--- src/mem_sub_cfg.svh ---
`ifndef MEM_SUB_CFG_SVH
`define MEM_SUB_CFG_SVH

// array geometry
`define MEM_WORDS       128
`define MEM_WORD_BITS   64
`define MEM_WRITE_BITS  8      // byte granule, 8 mask bits per word

// flow control
`define REQ_CREDITS     4      // also the request fifo depth
`define RESP_CREDITS    4      // response slots held by the requester

`define TAG_BITS        3

`endif

--- src/mem_sub_pkg.sv ---
`include "mem_sub_cfg.svh"

package mem_sub_pkg;

    typedef logic [$clog2(`MEM_WORDS)-1:0] mem_addr_t;
    typedef logic [`MEM_WORD_BITS-1:0] mem_data_t;

    // one bit per write granule
    typedef logic [`MEM_WORD_BITS/`MEM_WRITE_BITS-1:0] mem_mask_t;

    typedef logic [`TAG_BITS-1:0] mem_tag_t;

    // one queued request, as held in the scheduler fifo
    typedef struct packed {
        logic      write;
        mem_addr_t addr;
        mem_data_t data;
        mem_mask_t mask;    // ignored on reads
        mem_tag_t  tag;
    } mem_req_t;

endpackage

--- src/mem_port_if.sv ---
interface mem_port_if import mem_sub_pkg::*; ();

    logic      nce;     // chip enable, active low
    logic      nwe;     // write enable, active low
    mem_addr_t addr;
    mem_data_t wdata;
    mem_mask_t wmask;
    mem_data_t rdata;   // holds until the next read

    // scheduler side
    modport ctrl (
        output nce,
        output nwe,
        output addr,
        output wdata,
        output wmask,
        input  rdata
    );

    // memory side
    modport ram (
        input  nce,
        input  nwe,
        input  addr,
        input  wdata,
        input  wmask,
        output rdata
    );

endinterface

--- src/mem_req_sched.sv ---
`include "mem_sub_cfg.svh"

module mem_req_sched import mem_sub_pkg::*; (
    input  logic      clk,
    input  logic      reset,

    // requests from the requester
    input  logic      req_valid,
    input  logic      req_write,
    input  mem_addr_t req_addr,
    input  mem_data_t req_wdata,
    input  mem_mask_t req_wmask,
    input  mem_tag_t  req_tag,
    output logic      req_credit,

    // read responses
    output logic      resp_valid,
    output mem_data_t resp_data,
    output mem_tag_t  resp_tag,
    input  logic      resp_credit,

    mem_port_if.ctrl  mem
);

    localparam int DEPTH     = `REQ_CREDITS;
    localparam int PTR_BITS  = (DEPTH > 1) ? $clog2(DEPTH) : 1;
    localparam int CNT_BITS  = $clog2(DEPTH + 1);
    localparam int RESP_BITS = $clog2(`RESP_CREDITS + 1);

    // request fifo
    mem_req_t            fifo_mem [DEPTH];
    logic [PTR_BITS-1:0] wr_ptr;
    logic [PTR_BITS-1:0] rd_ptr;
    logic [CNT_BITS-1:0] fifo_cnt;
    logic                fifo_empty;
    mem_req_t            incoming;
    mem_req_t            head;

    // issue control
    logic                push;
    logic                pop;
    logic                issue_rd;
    logic                issue_wr;
    logic [RESP_BITS-1:0] resp_cnt;    // free response slots

    // read return tracking
    logic [1:0]          rd_vld_q;
    mem_tag_t            rd_tag_q [2];

    function automatic logic [PTR_BITS-1:0] ptr_inc(input logic [PTR_BITS-1:0] ptr);
        if (ptr == PTR_BITS'(DEPTH - 1)) begin
            return '0;
        end
        return ptr + 1'b1;
    endfunction

    assign incoming = '{
        write: req_write,
        addr:  req_addr,
        data:  req_wdata,
        mask:  req_wmask,
        tag:   req_tag
    };

    // requester only sends while holding a credit, so the fifo never overflows
    assign push       = req_valid;
    assign fifo_empty = (fifo_cnt == '0);
    assign head       = fifo_mem[rd_ptr];

    // a read at the head waits for a response slot and blocks everything behind it
    assign issue_wr = !fifo_empty && head.write;
    assign issue_rd = !fifo_empty && !head.write && (resp_cnt != '0);
    assign pop      = issue_wr || issue_rd;

    always_ff @(posedge clk) begin
        if (push) begin
            fifo_mem[wr_ptr] <= incoming;
        end
    end

    always_ff @(posedge clk) begin
        if (reset) begin
            wr_ptr   <= '0;
            rd_ptr   <= '0;
            fifo_cnt <= '0;
        end else begin
            if (push) begin
                wr_ptr <= ptr_inc(wr_ptr);
            end
            if (pop) begin
                rd_ptr <= ptr_inc(rd_ptr);
            end
            case ({push, pop})
                2'b10:   fifo_cnt <= fifo_cnt + 1'b1;
                2'b01:   fifo_cnt <= fifo_cnt - 1'b1;
                default: fifo_cnt <= fifo_cnt;
            endcase
        end
    end

    // head goes straight to the memory input registers
    assign mem.nce   = !pop;
    assign mem.nwe   = !issue_wr;
    assign mem.addr  = head.addr;
    assign mem.wdata = head.data;
    assign mem.wmask = head.mask;

    // credit bookkeeping
    always_ff @(posedge clk) begin
        if (reset) begin
            resp_cnt   <= RESP_BITS'(`RESP_CREDITS);
            req_credit <= 1'b0;
        end else begin
            req_credit <= pop;      // one pulse per request leaving the fifo
            case ({issue_rd, resp_credit})
                2'b10:   resp_cnt <= resp_cnt - 1'b1;
                2'b01:   resp_cnt <= resp_cnt + 1'b1;
                default: resp_cnt <= resp_cnt;
            endcase
        end
    end

    // stage 0 lines up with the memory capture, stage 1 with rdata
    always_ff @(posedge clk) begin
        if (reset) begin
            rd_vld_q   <= '0;
            resp_valid <= 1'b0;
        end else begin
            rd_vld_q   <= {rd_vld_q[0], issue_rd};
            resp_valid <= rd_vld_q[1];
        end
    end

    always_ff @(posedge clk) begin
        rd_tag_q[0] <= head.tag;
        rd_tag_q[1] <= rd_tag_q[0];
        resp_tag    <= rd_tag_q[1];
        resp_data   <= mem.rdata;   // sampled before a following read replaces it
    end

endmodule

--- src/flat_wrapper.sv ---
// flat-port wrapper written by rule: the top's interface ports become plain ports
module mem_req_sched_flat import mem_sub_pkg::*;
  (clk, reset, req_valid, req_write, req_addr, req_wdata, req_wmask, req_tag, req_credit, resp_valid, resp_data, resp_tag, resp_credit, mem_nce, mem_nwe, mem_addr, mem_wdata, mem_wmask, mem_rdata);
  mem_port_if mem_i ();
  input  logic clk;
  input  logic reset;
  input  logic req_valid;
  input  logic req_write;
  input  mem_addr_t req_addr;
  input  mem_data_t req_wdata;
  input  mem_mask_t req_wmask;
  input  mem_tag_t req_tag;
  output logic req_credit;
  output logic resp_valid;
  output mem_data_t resp_data;
  output mem_tag_t resp_tag;
  input  logic resp_credit;
  output wire logic [$bits(mem_i.nce)-1:0] mem_nce;
  output wire logic [$bits(mem_i.nwe)-1:0] mem_nwe;
  output wire logic [$bits(mem_i.addr)-1:0] mem_addr;
  output wire logic [$bits(mem_i.wdata)-1:0] mem_wdata;
  output wire logic [$bits(mem_i.wmask)-1:0] mem_wmask;
  input wire logic [$bits(mem_i.rdata)-1:0] mem_rdata;
  assign mem_nce = mem_i.nce;
  assign mem_nwe = mem_i.nwe;
  assign mem_addr = mem_i.addr;
  assign mem_wdata = mem_i.wdata;
  assign mem_wmask = mem_i.wmask;
  assign mem_i.rdata = mem_rdata;
  mem_req_sched u_core (.clk(clk), .reset(reset), .req_valid(req_valid), .req_write(req_write), .req_addr(req_addr), .req_wdata(req_wdata), .req_wmask(req_wmask), .req_tag(req_tag), .req_credit(req_credit), .resp_valid(resp_valid), .resp_data(resp_data), .resp_tag(resp_tag), .resp_credit(resp_credit), .mem(mem_i));
endmodule
--- config.mk ---
export PLATFORM = sky130hd
export DESIGN_NAME = mem_req_sched_flat
export DESIGN_NICKNAME = d
export VERILOG_FILES = /design/src/mem_sub_pkg.sv /design/src/mem_port_if.sv /design/src/mem_req_sched.sv /design/src/flat_wrapper.sv
export VERILOG_INCLUDE_DIRS = /design/src
export SDC_FILE = /design/constraint.sdc
export NUM_CORES = 1
export LEC_CHECK = 0
export BUFFER_PORTS_ARGS = -buffer_cell sky130_fd_sc_hd__buf_2
export CAP_MARGIN = 40
export CORE_ASPECT_RATIO = 1.75
export CORE_MARGIN = 8
export CORE_UTILIZATION = 38
export CTS_CLUSTER_SIZE = 10
export DETAILED_ROUTE_END_ITERATION = 8
export PLACE_DENSITY = 0.68
export SKIP_LAST_GASP = 1
export SYNTH_ARGS = -nofsm -noshare
export SYNTH_HDL_FRONTEND = slang
export SYNTH_SLANG_ARGS = --single-unit
export TNS_END_PERCENT = 50
--- constraint.sdc ---
create_clock -name clk -period 6.13 [get_ports clk]
set_input_delay 1.226 -clock clk [delete_from_list [all_inputs] [get_ports clk]]
set_output_delay 1.226 -clock clk [all_outputs]
set_load 0.05 [all_outputs]
==> results.sh <==
export IMPL_synth_avg_cell_area_um2=22.3
export IMPL_switching_share_pct=32.9
export IMPL_vias_per_cell=4.77
export IMPL_finalClockSkew_ns=0.0157
export IMPL_coreArea_um2=38300
export IMPL_nNetsFinal=1080
export IMPL_ys_seq_area_share_pct=79.9
export IMPL_min_path_type="register to register"
export IMPL_cts_max_path_buffers=3
export IMPL_synth_ff_type="edfxtp_1"
export IMPL_yosysTopAreaCellShare_pct=67.8
export IMPL_hold_buffers=0
export IMPL_required_ns=4.90
export IMPL_r2r_end="u_core.resp_cnt[2]"
export IMPL_syn_inst=660
export IMPL_p_per_area_nw_per_um2=457
export IMPL_post_cts_repair_setup_buffers=0
export IMPL_drc_errors=0
export IMPL_cts_made_buffers=48
export IMPL_overflow=0
export IMPL_wirelength_um=30600
export IMPL_synth_common_cells="edfxtp_1 (332), dfxtp_1 (89), mux4_2 (83)"
export IMPL_ir_drop_uv=326
export IMPL_cp_end_kind="output port"
export IMPL_grt_max_degree=51
export IMPL_yosysMostFrequentCell="edfxtp_1"
export IMPL_first_iter_violations=296
export IMPL_gp_congestion=0.746
export IMPL_r2r_cells=9
export IMPL_dp_hpwl_um=20000
export IMPL_whs_ns=0.323
export IMPL_outcome="complete, no violations"
export IMPL_cp_start_kind="register"
export IMPL_cap_violations=0
export IMPL_clk_pin_slew_ns=0.05
export IMPL_rsz0062_at_grt="no"
export IMPL_synthTopCellsByArea="edfxtp_1 (68%), mux4_2 (13%), dfxtp_1 (12%)"
export IMPL_clock_power_share_pct=30.9
export IMPL_synth_largest_area_cell="edfxtp_1"
export IMPL_cts_sinks=421
export IMPL_dr_total_vias=6850
export IMPL_synth_edff_count=332
export IMPL_die_height_um=276
export IMPL_crit_path_max_fanout=50
export IMPL_ios=301
export IMPL_worstMarginPinSlew_ns=0.814
export IMPL_power_leakage_nw=6.33
export IMPL_drive_gt1_share_pct=47.5
export IMPL_antenna_left=0
export IMPL_relSlewSlack_pct=45.7
export IMPL_antenna_found_initial=8
export IMPL_rows=95
export IMPL_die_area_um2=45500
export IMPL_synth_cell_types=26
export IMPL_track_usage_pct=13.2
export IMPL_drtPass1Iterations=4
export IMPL_final_hold_violation_count=0
export IMPL_synthArstFlopShare_pct=0
export IMPL_pwr_share_seq_pct=42.1
export IMPL_crit_end="mem_wdata[47]"
export IMPL_final_max_slew_viol_count=0
export IMPL_syn2layout_area_growth_pct=19.6
export IMPL_grt_pass1_vias=7583
export IMPL_r2r_slack_ns=3.24
export IMPL_ys_ff_latch=421
export IMPL_setup_violations=0
export IMPL_insertion_delay_ns=0.53
export IMPL_internal_power_mw=5.40
export IMPL_max_freq_ghz=0.258
export IMPL_min_delay_start="u_core.rd_tag_q[1][1]"
export IMPL_critPathKind="register to output port"
export IMPL_io_buffer_count=300
export IMPL_grt_pass1_wl_um=45100
export IMPL_tns_ns=0
export IMPL_pwr_share_comb_pct=27.0
export IMPL_syn_num_nets=820
export IMPL_post_route_min_period_ns=3.87
export IMPL_yosys_warnings=0
export IMPL_cts_tree="built"
export IMPL_wl_per_cell_um=21.3
export IMPL_cts_repair_resized=0
export IMPL_post_route_period_util_pct=63.2
export IMPL_switching_power_mw=2.65
export IMPL_initial_core_util_pct=38.4
export IMPL_htreeDepth=2
export IMPL_utilization_pct=46.0
export IMPL_arrival_ns=2.65
export IMPL_die_x_um=165
export IMPL_syn_area_um2=14700
export IMPL_cts_root_buf="clkbuf_16"
## critical path, stage by stage, from the launching register on
cell and delay (ns):
dfxtp_4 0.84, buf_4 0.57, mux4_2 0.42, buf_2 0.23
## state kept, by name, indices dropped and copies added, names as in the netlist, named ones only
signal	flops
u_core.wr_ptr	2
u_core.rd_ptr	2
u_core.resp_cnt	3
u_core.rd_vld_q	2
u_core.fifo_cnt	3
u_core.rd_tag_q	6
u_core.resp_valid	1
u_core.fifo_mem	332
u_core.req_credit	1
u_core.resp_tag	3
u_core.resp_data	64
## per-layer routing
layer | global-route usage [%] | routed length (um) | vias up
met5 | 0 | 37 | -
met3 | 3.84 | 2130 | 78
met2 | 24.0 | 16700 | 248
li1 | - | - | 3041
met4 | 6.40 | 1240 | 6
met1 | 13.4 | 10500 | 3477
## per-stage QoR
stage          total power [mW]  instances  cell area (um^2)  setup WS (ns)
2_1_floorplan              5.40        660             14700           2.52
6_report                   8.05       1436             17600           2.26
4_1_cts                    8.18       1432             17600           2.12
3_3_place_gp               5.64       1354             16200           2.40
5_1_grt                    8.35       1435             17600           2.12
3_5_place_dp               5.67       1355             16200           2.71
## power groups by stage
stage / combinational [mW] / sequential, mW / clock, mW
2_1_floorplan: 1.92 / 3.48 / 0
3_3_place_gp: 2.13 / 3.50 / 0
3_5_place_dp: 2.22 / 3.45 / 0
4_1_cts: 2.22 / 3.39 / 2.57
5_1_grt: 2.28 / 3.41 / 2.66
6_report: 2.17 / 3.39 / 2.49
## cell families (layout without fill, tap and decap cells)
logic type | after synthesis | count (layout) | synth area share, %
AO/OA/AOI/OAI | 6 | 6 | 0.221
XOR/XNOR | 4 | 4 | 0.238
adder cells (fa/ha/maj) | 9 | 9 | 0.867
buffers and inverters | 106 | 393 | 4.80
flip-flops | 421 | 421 | 79.9
multiplexers | 87 | 87 | 13.0
other | 0 | 4 | 0
AND/OR/NAND/NOR | 27 | 27 | 0.995
## cell usage in the layout (no fill, tap or decap), types with 4 or more instances in the layout
master / count
ha_1: 7
buf_2: 300
nor2_1: 9
clkbuf_16: 49
xor2_1: 4
dfxtp_1: 87
clkbuf_1: 26
edfxtp_1: 332
mux4_2: 83
and2_4: 4
buf_4: 7
diode_2: 4
inv_1: 8
## area by class of cell
| class | instances | area [um^2] |
|---|---|---|
| antenna | 4 | 10.0 |
| multi-input combinational | 133 | 2270 |
| timing repair buffer | 308 | 1580 |
| sequential | 421 | 11800 |
| fill | 3272 | 20700 |
| tap | 485 | 607 |
| clock buffer | 76 | 1340 |
| inverter | 8 | 30.0 |
| clock inverter | 1 | 5.00 |
## how the worst min path moves through the flow
stage | end | slack (ns) | cells past startpoint
detailed placement | u_core.resp_tag[1] | 0.31 | 0
floorplan | u_core.rd_tag_q[1][0] | 0.31 | 0
global route | u_core.rd_tag_q[1][0] | 0.34 | 0
CTS | u_core.resp_tag[1] | 0.32 | 0
global placement | u_core.rd_tag_q[1][1] | 0.31 | 0
finish | u_core.resp_tag[1] | 0.32 | 0
Power figures use the tool's default switching activity.
